[config.mk]
export PLATFORM = sky130hd
export DESIGN_NAME = npc_axi_arbiter_flat
export DESIGN_NICKNAME = d
export VERILOG_FILES = /design/src/rtl/npc_mem_pkg.sv /design/src/rtl/axi_if.sv /design/src/rtl/npc_axi_arbiter.sv /design/src/flat_wrapper.sv
export SDC_FILE = /design/constraint.sdc
export NUM_CORES = 1
export LEC_CHECK = 0
export BUFFER_PORTS_ARGS = -buffer_cell sky130_fd_sc_hd__buf_2
export CAP_MARGIN = 40
export CORE_AREA = 2 2 253 255
export CTS_CLUSTER_SIZE = 28
export DETAILED_ROUTE_END_ITERATION = 12
export DIE_AREA = 0 0 255 257
export SLEW_MARGIN = 10
export SYNTH_ARGS = -nofsm -noshare
export SYNTH_HDL_FRONTEND = slang
export SYNTH_SLANG_ARGS = --single-unit
export TNS_END_PERCENT = 1
[constraint.sdc]
create_clock -name clk -period 3 [get_ports clk]
set_clock_uncertainty 0.05 [all_clocks]
set_input_delay 0.3 -clock clk [delete_from_list [all_inputs] [get_ports clk]]
set_output_delay 0.3 -clock clk [all_outputs]
set_load 0.02 [all_outputs]
[src/rtl/npc_mem_pkg.sv]
package npc_mem_pkg;

  ////////////////////////////////////////////////////////////////////////////
  // bus geometry
  ////////////////////////////////////////////////////////////////////////////

  localparam int ADDR_W = 32;
  localparam int DATA_W = 64;
  localparam int STRB_W = 8;
  localparam int RESP_W = 2;

  // 1024 words of 64 bits, so the index comes from address bits 12 down to 3
  localparam int MEM_WORDS = 1024;
  localparam int IDX_W     = $clog2(MEM_WORDS);
  localparam int IDX_LSB   = $clog2(STRB_W);   // byte offset inside a word is dropped

  // no error responses in this subsystem
  localparam logic [RESP_W-1:0] RESP_OKAY = 2'b00;

  ////////////////////////////////////////////////////////////////////////////
  // arbitration
  ////////////////////////////////////////////////////////////////////////////

  typedef enum logic {
    OWNER_IFU = 1'b0,
    OWNER_LSU = 1'b1
  } owner_t;

endpackage

[src/rtl/axi_if.sv]
`timescale 1ns/1ns

interface axi_if;
  import npc_mem_pkg::*;

  // read address and read data
  logic              arvalid;
  logic              arready;
  logic [ADDR_W-1:0] araddr;
  logic              rvalid;
  logic              rready;
  logic [DATA_W-1:0] rdata;
  logic [RESP_W-1:0] rresp;

  // write address, write data and write response
  logic              awvalid;
  logic              awready;
  logic [ADDR_W-1:0] awaddr;
  logic              wvalid;
  logic              wready;
  logic [DATA_W-1:0] wdata;
  logic [STRB_W-1:0] wstrb;
  logic              bvalid;
  logic              bready;
  logic [RESP_W-1:0] bresp;

  modport master (
    output arvalid, araddr, rready,
    output awvalid, awaddr, wvalid, wdata, wstrb, bready,
    input  arready, rvalid, rdata, rresp,
    input  awready, wready, bvalid, bresp
  );

  modport slave (
    input  arvalid, araddr, rready,
    input  awvalid, awaddr, wvalid, wdata, wstrb, bready,
    output arready, rvalid, rdata, rresp,
    output awready, wready, bvalid, bresp
  );

endinterface

[src/rtl/npc_axi_arbiter.sv]
`timescale 1ns/1ns

module npc_axi_arbiter (
  input logic   clk,
  input logic   rstn,
  axi_if.slave  ifu,
  axi_if.slave  lsu,
  axi_if.master mem
);
  import npc_mem_pkg::*;

  logic   busy;
  owner_t owner;
  logic   ifu_req;
  logic   lsu_req;
  logic   sel_ifu;
  logic   sel_lsu;
  logic   done;

  assign ifu_req = ifu.arvalid | ifu.awvalid | ifu.wvalid;
  assign lsu_req = lsu.arvalid | lsu.awvalid | lsu.wvalid;

  assign sel_ifu = busy && (owner == OWNER_IFU);
  assign sel_lsu = busy && (owner == OWNER_LSU);

  // the R or B handshake closes the single transaction of the owner
  assign done = (mem.rvalid & mem.rready) | (mem.bvalid & mem.bready);

  ////////////////////////////////////////////////////////////////////////////
  // grant register
  ////////////////////////////////////////////////////////////////////////////

  always_ff @(posedge clk) begin
    if (rstn) begin
      busy  <= 1'b0;
      owner <= OWNER_IFU;
    end else if (!busy) begin
      if (ifu_req || lsu_req) begin
        busy  <= 1'b1;
        owner <= lsu_req ? OWNER_LSU : OWNER_IFU;   // load/store wins a tie
      end
    end else if (done) begin
      busy <= 1'b0;
    end
  end

  ////////////////////////////////////////////////////////////////////////////
  // requester to memory
  ////////////////////////////////////////////////////////////////////////////

  always_comb begin
    mem.arvalid = 1'b0;
    mem.rready  = 1'b0;
    mem.awvalid = 1'b0;
    mem.wvalid  = 1'b0;
    mem.bready  = 1'b0;
    if (sel_lsu) begin
      mem.arvalid = lsu.arvalid;
      mem.rready  = lsu.rready;
      mem.awvalid = lsu.awvalid;
      mem.wvalid  = lsu.wvalid;
      mem.bready  = lsu.bready;
    end else if (sel_ifu) begin
      mem.arvalid = ifu.arvalid;
      mem.rready  = ifu.rready;
      mem.awvalid = ifu.awvalid;
      mem.wvalid  = ifu.wvalid;
      mem.bready  = ifu.bready;
    end
  end

  // payloads only matter next to a valid, so they follow the owner alone
  assign mem.araddr = (owner == OWNER_LSU) ? lsu.araddr : ifu.araddr;
  assign mem.awaddr = (owner == OWNER_LSU) ? lsu.awaddr : ifu.awaddr;
  assign mem.wdata  = (owner == OWNER_LSU) ? lsu.wdata  : ifu.wdata;
  assign mem.wstrb  = (owner == OWNER_LSU) ? lsu.wstrb  : ifu.wstrb;

  ////////////////////////////////////////////////////////////////////////////
  // memory back to requesters
  ////////////////////////////////////////////////////////////////////////////

  assign ifu.arready = sel_ifu & mem.arready;
  assign ifu.rvalid  = sel_ifu & mem.rvalid;
  assign ifu.awready = sel_ifu & mem.awready;
  assign ifu.wready  = sel_ifu & mem.wready;
  assign ifu.bvalid  = sel_ifu & mem.bvalid;
  assign ifu.rdata   = mem.rdata;
  assign ifu.rresp   = mem.rresp;
  assign ifu.bresp   = mem.bresp;

  assign lsu.arready = sel_lsu & mem.arready;
  assign lsu.rvalid  = sel_lsu & mem.rvalid;
  assign lsu.awready = sel_lsu & mem.awready;
  assign lsu.wready  = sel_lsu & mem.wready;
  assign lsu.bvalid  = sel_lsu & mem.bvalid;
  assign lsu.rdata   = mem.rdata;
  assign lsu.rresp   = mem.rresp;
  assign lsu.bresp   = mem.bresp;

  // a response routed to the wrong requester would follow from a mid-flight switch
  a_owner_stable: assert property (@(posedge clk) disable iff (rstn)
    mem.rvalid || mem.bvalid |-> busy && $stable(owner));

endmodule

[src/flat_wrapper.sv]
// flat-port wrapper written by rule: the top's interface ports become plain ports
module npc_axi_arbiter_flat import npc_mem_pkg::*;
  (clk, rstn, ifu_arvalid, ifu_araddr, ifu_rready, ifu_awvalid, ifu_awaddr, ifu_wvalid, ifu_wdata, ifu_wstrb, ifu_bready, ifu_arready, ifu_rvalid, ifu_rdata, ifu_rresp, ifu_awready, ifu_wready, ifu_bvalid, ifu_bresp, lsu_arvalid, lsu_araddr, lsu_rready, lsu_awvalid, lsu_awaddr, lsu_wvalid, lsu_wdata, lsu_wstrb, lsu_bready, lsu_arready, lsu_rvalid, lsu_rdata, lsu_rresp, lsu_awready, lsu_wready, lsu_bvalid, lsu_bresp, mem_arvalid, mem_araddr, mem_rready, mem_awvalid, mem_awaddr, mem_wvalid, mem_wdata, mem_wstrb, mem_bready, mem_arready, mem_rvalid, mem_rdata, mem_rresp, mem_awready, mem_wready, mem_bvalid, mem_bresp);
  axi_if ifu_i ();
  axi_if lsu_i ();
  axi_if mem_i ();
  input logic clk;
  input logic rstn;
  input wire logic [$bits(ifu_i.arvalid)-1:0] ifu_arvalid;
  input wire logic [$bits(ifu_i.araddr)-1:0] ifu_araddr;
  input wire logic [$bits(ifu_i.rready)-1:0] ifu_rready;
  input wire logic [$bits(ifu_i.awvalid)-1:0] ifu_awvalid;
  input wire logic [$bits(ifu_i.awaddr)-1:0] ifu_awaddr;
  input wire logic [$bits(ifu_i.wvalid)-1:0] ifu_wvalid;
  input wire logic [$bits(ifu_i.wdata)-1:0] ifu_wdata;
  input wire logic [$bits(ifu_i.wstrb)-1:0] ifu_wstrb;
  input wire logic [$bits(ifu_i.bready)-1:0] ifu_bready;
  output wire logic [$bits(ifu_i.arready)-1:0] ifu_arready;
  output wire logic [$bits(ifu_i.rvalid)-1:0] ifu_rvalid;
  output wire logic [$bits(ifu_i.rdata)-1:0] ifu_rdata;
  output wire logic [$bits(ifu_i.rresp)-1:0] ifu_rresp;
  output wire logic [$bits(ifu_i.awready)-1:0] ifu_awready;
  output wire logic [$bits(ifu_i.wready)-1:0] ifu_wready;
  output wire logic [$bits(ifu_i.bvalid)-1:0] ifu_bvalid;
  output wire logic [$bits(ifu_i.bresp)-1:0] ifu_bresp;
  input wire logic [$bits(lsu_i.arvalid)-1:0] lsu_arvalid;
  input wire logic [$bits(lsu_i.araddr)-1:0] lsu_araddr;
  input wire logic [$bits(lsu_i.rready)-1:0] lsu_rready;
  input wire logic [$bits(lsu_i.awvalid)-1:0] lsu_awvalid;
  input wire logic [$bits(lsu_i.awaddr)-1:0] lsu_awaddr;
  input wire logic [$bits(lsu_i.wvalid)-1:0] lsu_wvalid;
  input wire logic [$bits(lsu_i.wdata)-1:0] lsu_wdata;
  input wire logic [$bits(lsu_i.wstrb)-1:0] lsu_wstrb;
  input wire logic [$bits(lsu_i.bready)-1:0] lsu_bready;
  output wire logic [$bits(lsu_i.arready)-1:0] lsu_arready;
  output wire logic [$bits(lsu_i.rvalid)-1:0] lsu_rvalid;
  output wire logic [$bits(lsu_i.rdata)-1:0] lsu_rdata;
  output wire logic [$bits(lsu_i.rresp)-1:0] lsu_rresp;
  output wire logic [$bits(lsu_i.awready)-1:0] lsu_awready;
  output wire logic [$bits(lsu_i.wready)-1:0] lsu_wready;
  output wire logic [$bits(lsu_i.bvalid)-1:0] lsu_bvalid;
  output wire logic [$bits(lsu_i.bresp)-1:0] lsu_bresp;
  output wire logic [$bits(mem_i.arvalid)-1:0] mem_arvalid;
  output wire logic [$bits(mem_i.araddr)-1:0] mem_araddr;
  output wire logic [$bits(mem_i.rready)-1:0] mem_rready;
  output wire logic [$bits(mem_i.awvalid)-1:0] mem_awvalid;
  output wire logic [$bits(mem_i.awaddr)-1:0] mem_awaddr;
  output wire logic [$bits(mem_i.wvalid)-1:0] mem_wvalid;
  output wire logic [$bits(mem_i.wdata)-1:0] mem_wdata;
  output wire logic [$bits(mem_i.wstrb)-1:0] mem_wstrb;
  output wire logic [$bits(mem_i.bready)-1:0] mem_bready;
  input wire logic [$bits(mem_i.arready)-1:0] mem_arready;
  input wire logic [$bits(mem_i.rvalid)-1:0] mem_rvalid;
  input wire logic [$bits(mem_i.rdata)-1:0] mem_rdata;
  input wire logic [$bits(mem_i.rresp)-1:0] mem_rresp;
  input wire logic [$bits(mem_i.awready)-1:0] mem_awready;
  input wire logic [$bits(mem_i.wready)-1:0] mem_wready;
  input wire logic [$bits(mem_i.bvalid)-1:0] mem_bvalid;
  input wire logic [$bits(mem_i.bresp)-1:0] mem_bresp;
  assign ifu_i.arvalid = ifu_arvalid;
  assign ifu_i.araddr = ifu_araddr;
  assign ifu_i.rready = ifu_rready;
  assign ifu_i.awvalid = ifu_awvalid;
  assign ifu_i.awaddr = ifu_awaddr;
  assign ifu_i.wvalid = ifu_wvalid;
  assign ifu_i.wdata = ifu_wdata;
  assign ifu_i.wstrb = ifu_wstrb;
  assign ifu_i.bready = ifu_bready;
  assign ifu_arready = ifu_i.arready;
  assign ifu_rvalid = ifu_i.rvalid;
  assign ifu_rdata = ifu_i.rdata;
  assign ifu_rresp = ifu_i.rresp;
  assign ifu_awready = ifu_i.awready;
  assign ifu_wready = ifu_i.wready;
  assign ifu_bvalid = ifu_i.bvalid;
  assign ifu_bresp = ifu_i.bresp;
  assign lsu_i.arvalid = lsu_arvalid;
  assign lsu_i.araddr = lsu_araddr;
  assign lsu_i.rready = lsu_rready;
  assign lsu_i.awvalid = lsu_awvalid;
  assign lsu_i.awaddr = lsu_awaddr;
  assign lsu_i.wvalid = lsu_wvalid;
  assign lsu_i.wdata = lsu_wdata;
  assign lsu_i.wstrb = lsu_wstrb;
  assign lsu_i.bready = lsu_bready;
  assign lsu_arready = lsu_i.arready;
  assign lsu_rvalid = lsu_i.rvalid;
  assign lsu_rdata = lsu_i.rdata;
  assign lsu_rresp = lsu_i.rresp;
  assign lsu_awready = lsu_i.awready;
  assign lsu_wready = lsu_i.wready;
  assign lsu_bvalid = lsu_i.bvalid;
  assign lsu_bresp = lsu_i.bresp;
  assign mem_arvalid = mem_i.arvalid;
  assign mem_araddr = mem_i.araddr;
  assign mem_rready = mem_i.rready;
  assign mem_awvalid = mem_i.awvalid;
  assign mem_awaddr = mem_i.awaddr;
  assign mem_wvalid = mem_i.wvalid;
  assign mem_wdata = mem_i.wdata;
  assign mem_wstrb = mem_i.wstrb;
  assign mem_bready = mem_i.bready;
  assign mem_i.arready = mem_arready;
  assign mem_i.rvalid = mem_rvalid;
  assign mem_i.rdata = mem_rdata;
  assign mem_i.rresp = mem_rresp;
  assign mem_i.awready = mem_awready;
  assign mem_i.wready = mem_wready;
  assign mem_i.bvalid = mem_bvalid;
  assign mem_i.bresp = mem_bresp;
  npc_axi_arbiter u_core (.clk(clk), .rstn(rstn), .ifu(ifu_i), .lsu(lsu_i), .mem(mem_i));
endmodule
# After elaboration in Yosys (flattened, before gate mapping)

Index checks and enable logic that the tools add are counted.

Bits in registers: 2
Input port bits: 357
Output and inout port bits: 287
Word-level logic and storage cells: 43

Mux-type cells: 18
Bitwise logic cells: 19
Reductions and logical operators: 4

Operator list:

| operator            | count |
|---|---|
| $mux W32            | 2 |
| $mux W64            | 1 |
| $mux W1             | 14 |
| $and A1 B1 Y1       | 12 |
| $mux W8             | 1 |
| $or A1 B1 Y1        | 5 |
| $logic_and A1 B1 Y1 | 2 |
| $not A1 Y1          | 2 |
| $reduce_and A2 Y1   | 1 |
| $logic_or A1 B1 Y1  | 1 |

# Depth between registers and ports, before layout

Word-level depth: 8
Mapped depth: 5
Depth with buffers taken out: 3

# Worst setup path before layout

Ideal clock, no wire load.

Path kind: register to output
Start point: register u_core.owner
End point: output mem_arvalid
Arrival time: 1069 ps
Required time: 2650 ps
Path slack: 1581 ps
Stages on the path, launching flop included: 6
Buffers on the path: 3
Path through: dfxtp_1 buf_6 buf_6 buf_6 mux2i_1 nor2_1

Cells in the longest elaborated chain, start to end: 4
Elaborated cells between the ends (all ways): 5
Those cells by class: 2 x mux; 1 x bitwise; 2 x reduce/logical

RTL lines:

| item                   | line                  | text |
|---|---|---|
| start, declared        | npc_axi_arbiter.sv:13 | `owner_t owner;` |
| start signal, assigned | npc_axi_arbiter.sv:40 | `owner <= lsu_req ? OWNER_LSU : OWNER_IFU;` |
| $not A1 Y1             | npc_axi_arbiter.sv:23 | `assign sel_ifu = busy && (owner == OWNER_IFU);` |
| $logic_and A1 B1 Y1    | npc_axi_arbiter.sv:23 |  |
| $mux W1                | npc_axi_arbiter.sv:63 | `end else if (sel_ifu) begin` |
| $mux W1 *              | npc_axi_arbiter.sv:57 | `if (sel_lsu) begin` |
| end, declared          | flat_wrapper.sv:43    | `output wire logic [$bits(mem_i.arvalid)-1:0] mem_arvalid;` |

Every way passes the cells marked *; elsewhere a longest branch is shown, timed or not.

# Worst setup path in the final report

Start point: register u_core.owner
End point: output mem_wdata[7]

Cells in the longest elaborated chain, start to end: 1

RTL lines:

| item          | line                  | text |
|---|---|---|
| $mux W64      | npc_axi_arbiter.sv:75 | `assign mem.wdata = (owner == OWNER_LSU) ? lsu.wdata : ifu.wdata;` |
| end, declared | flat_wrapper.sv:49    | `output wire logic [$bits(mem_i.wdata)-1:0] mem_wdata;` |

Every way passes these cells.

==> metrics.yaml <==
route:
  vias: 3645
  dr.pass1.iters: 4
  detail_route.wirelength_um: 22200
  ant_nets: 0
  avgRoutedWirePerCell_um: 15.1
  drtIter0Drc: 137
  via_per_inst: 2.48
  drc: 0
timing:
  min_period_ns: 2.29
  final_max_slew_viol_count: 0
  setup_tns_ns: 0
  worst_slew_pin_slew_ns: 0.633
  slew_headroom: 0.578
  finalSetupViolCount: 0
  fmax_ghz: 0.436
  postLayoutSetupSlackWorst_ns: 0.708
  final_hold_viol_count: 0
  grt_setup_unrepaired: "no"
  min_period_over_period: 0.764
synth:
  synth_area_per_cell_um2: 11.1
  synth.distinct_cells: 19
  syn_inst: 322
  yosys_warnings: 0
  synth_seq_area_share: 0.0112
  synth_area_mm2: 0.00358
  ys_ff_latch: 2
  syn_nets: 679
run:
  maxCapViolCount: 0
place:
  placed_area_mm2: 0.00562
  dp_slack_ns: 0.895
  place.gp.congestion: 0.857
  port_buffers: 439
  hpwl_um: 20200
status:
  outcome: "finished clean"
power_and_ir_drop:
  p_int_w: 0.000885
  power.density_mw_per_mm2: 295
  clkPwrFrac: 0.123
  pwr-share-seq: 0.039
  p_switching_w: 0.000797
  power_frac_comb: 0.837
  p_leak_nw: 2.97
  swShare: 0.474
  peakVddDrop_mv: 0.434
worst_setup_path:
  worstPathMaxFanout: 31
  end_kind: "output pin"
  cp-start-kind: "register"
  crit_required_ns: 2.65
  path_class: "register to output pin"
  r2r_cells: 3
  worstPathArrival_ns: 1.94
clock_tree:
  cts_root_buf: "clkbuf_16"
  cts_buffer_depth: 2
  cts_tree: "built"
  clk_pin_slew_ns: 0.03
  cts-htree-levels: 1
  cts_hold_buffers: 0
  clock_latency_ns: 0.22
  cts.sinks: 2
  post_cts_buffers: 0
  cts_buffers: 3
  cts-resized-gates: 0
global_route:
  grt_max_degree: 35
  grt_first_pass_wirelength_um: 26700
  grt_pass1_vias: 3837
  grt_util_all_layers: 0.0597
  antenna_found_initial: 10
  grt_overflow: 0
hold_path:
  holdCritPathClass: "input port to register"
  min_path_cells: 2
die:
  die_area_mm2: 0.0655
  core-area_mm2: 0.0627
  die_y_um: 257
  start_util: 0.0570
  pin_count: 644
  fp.dieW_um: 255
  num_rows: 92
cells_and_area:
  final_cell_mix: "buf_2 (439), mux2_4 (131), buf_4 (7)"
  syn_to_final_growth_pct: 59.7
  final_area_mm2: 0.00571
  drive_above_1_share: 0.950
  final_common_cell: "buf_2"
  fin_nets: 979
-- cell type report --
cell class | instances | area [µm²]
Fill cell | 7307 | 57000
Timing Repair Buffer | 448 | 2290
Multi-Input combinational cell | 166 | 2220
Tap cell | 846 | 1060
Clock buffer | 4 | 78.8
Sequential cell | 2 | 43.8
Antenna cell | 5 | 12.5
Inverter | 1 | 3.75
-- power by group through the flow --
| stage | Combinational (W) | Clock (W) | Sequential (W) |
|---|---|---|---|
| 2_1_floorplan | 0.00122 | 0 | 0.0000347 |
| 3_3_place_gp | 0.00143 | 0 | 0.0000684 |
| 3_5_place_dp | 0.00143 | 0 | 0.0000689 |
| 4_1_cts | 0.00144 | 0.000210 | 0.0000685 |
| 5_1_grt | 0.00150 | 0.000214 | 0.0000705 |
| 6_report | 0.00141 | 0.000207 | 0.0000664 |
-- state kept, by name, summed over array words and instances, names as in the netlist --
name	flops
u_core.busy	1
u_core.owner	1
-- layer usage --
layer | global-route usage | wire length, µm | part of all wire | up-vias
met5 | 0 | 13 | 0.00058 | -
met4 | 0.0239 | 748 | 0.034 | 2
met3 | 0.0211 | 2820 | 0.13 | 28
met2 | 0.119 | 11400 | 0.51 | 496
met1 | 0.0530 | 7210 | 0.32 | 1544
li1 | - | - | - | 1575
-- critical path, cell delays in order (launching register included) --
cell	delay, ns
dfxtp_4	0.73
buf_4	0.36
mux2_4	0.38
buf_2	0.18
-- Yosys cell counts (all sizes together) --
cell type / number / area (µm²)
nor3b: 1 / 7.51
nor2: 6 / 22.5
o41ai: 1 / 16.3
a211o: 1 / 8.76
and2: 5 / 31.3
inv: 1 / 3.75
buf: 153 / 1310
mux2: 136 / 2020
nor3: 2 / 10.0
mux2i: 5 / 50.1
o21ai: 1 / 5.00
or2: 1 / 6.26
dfxtp: 2 / 40.0
nor2b: 1 / 6.26
a21oi: 1 / 5.00
and3: 5 / 31.3
-- per-stage QoR --
stage / power [W] / hold slack, ns / util / std cells
final: 0.00168 / 0.228 / 0.0910 / 1472
after global routing: 0.00178 / 0.232 / 0.0910 / 1472
after CTS: 0.00172 / 0.222 / 0.0908 / 1467
after detailed placement: 0.00150 / 0.454 / 0.0896 / 1463
after global placement: 0.00150 / 0.452 / 0.0896 / 1463
after floorplan: 0.00126 / 0.319 / - / 322
-- worst paths after layout --
kind / slack [ns] / to / start
worst min-delay path: 0.23 / u_core.owner / rstn
worst min register to register: 0.61 / u_core.owner / u_core.busy
worst max register to register: 1.38 / u_core.busy / u_core.owner
worst max-delay path: 0.71 / mem_wdata[7] / u_core.owner
-- kinds of logic (layout without fill, tap and decap cells) --
family	Yosys count	after routing	synth area share
simple gates	21	21	0.0322
compound gates	4	4	0.00980
other cells	0	5	0
flops	2	2	0.0112
mux	141	141	0.580
buf+inv	154	453	0.367
Note: power is estimated with default switching activity, not from simulation.
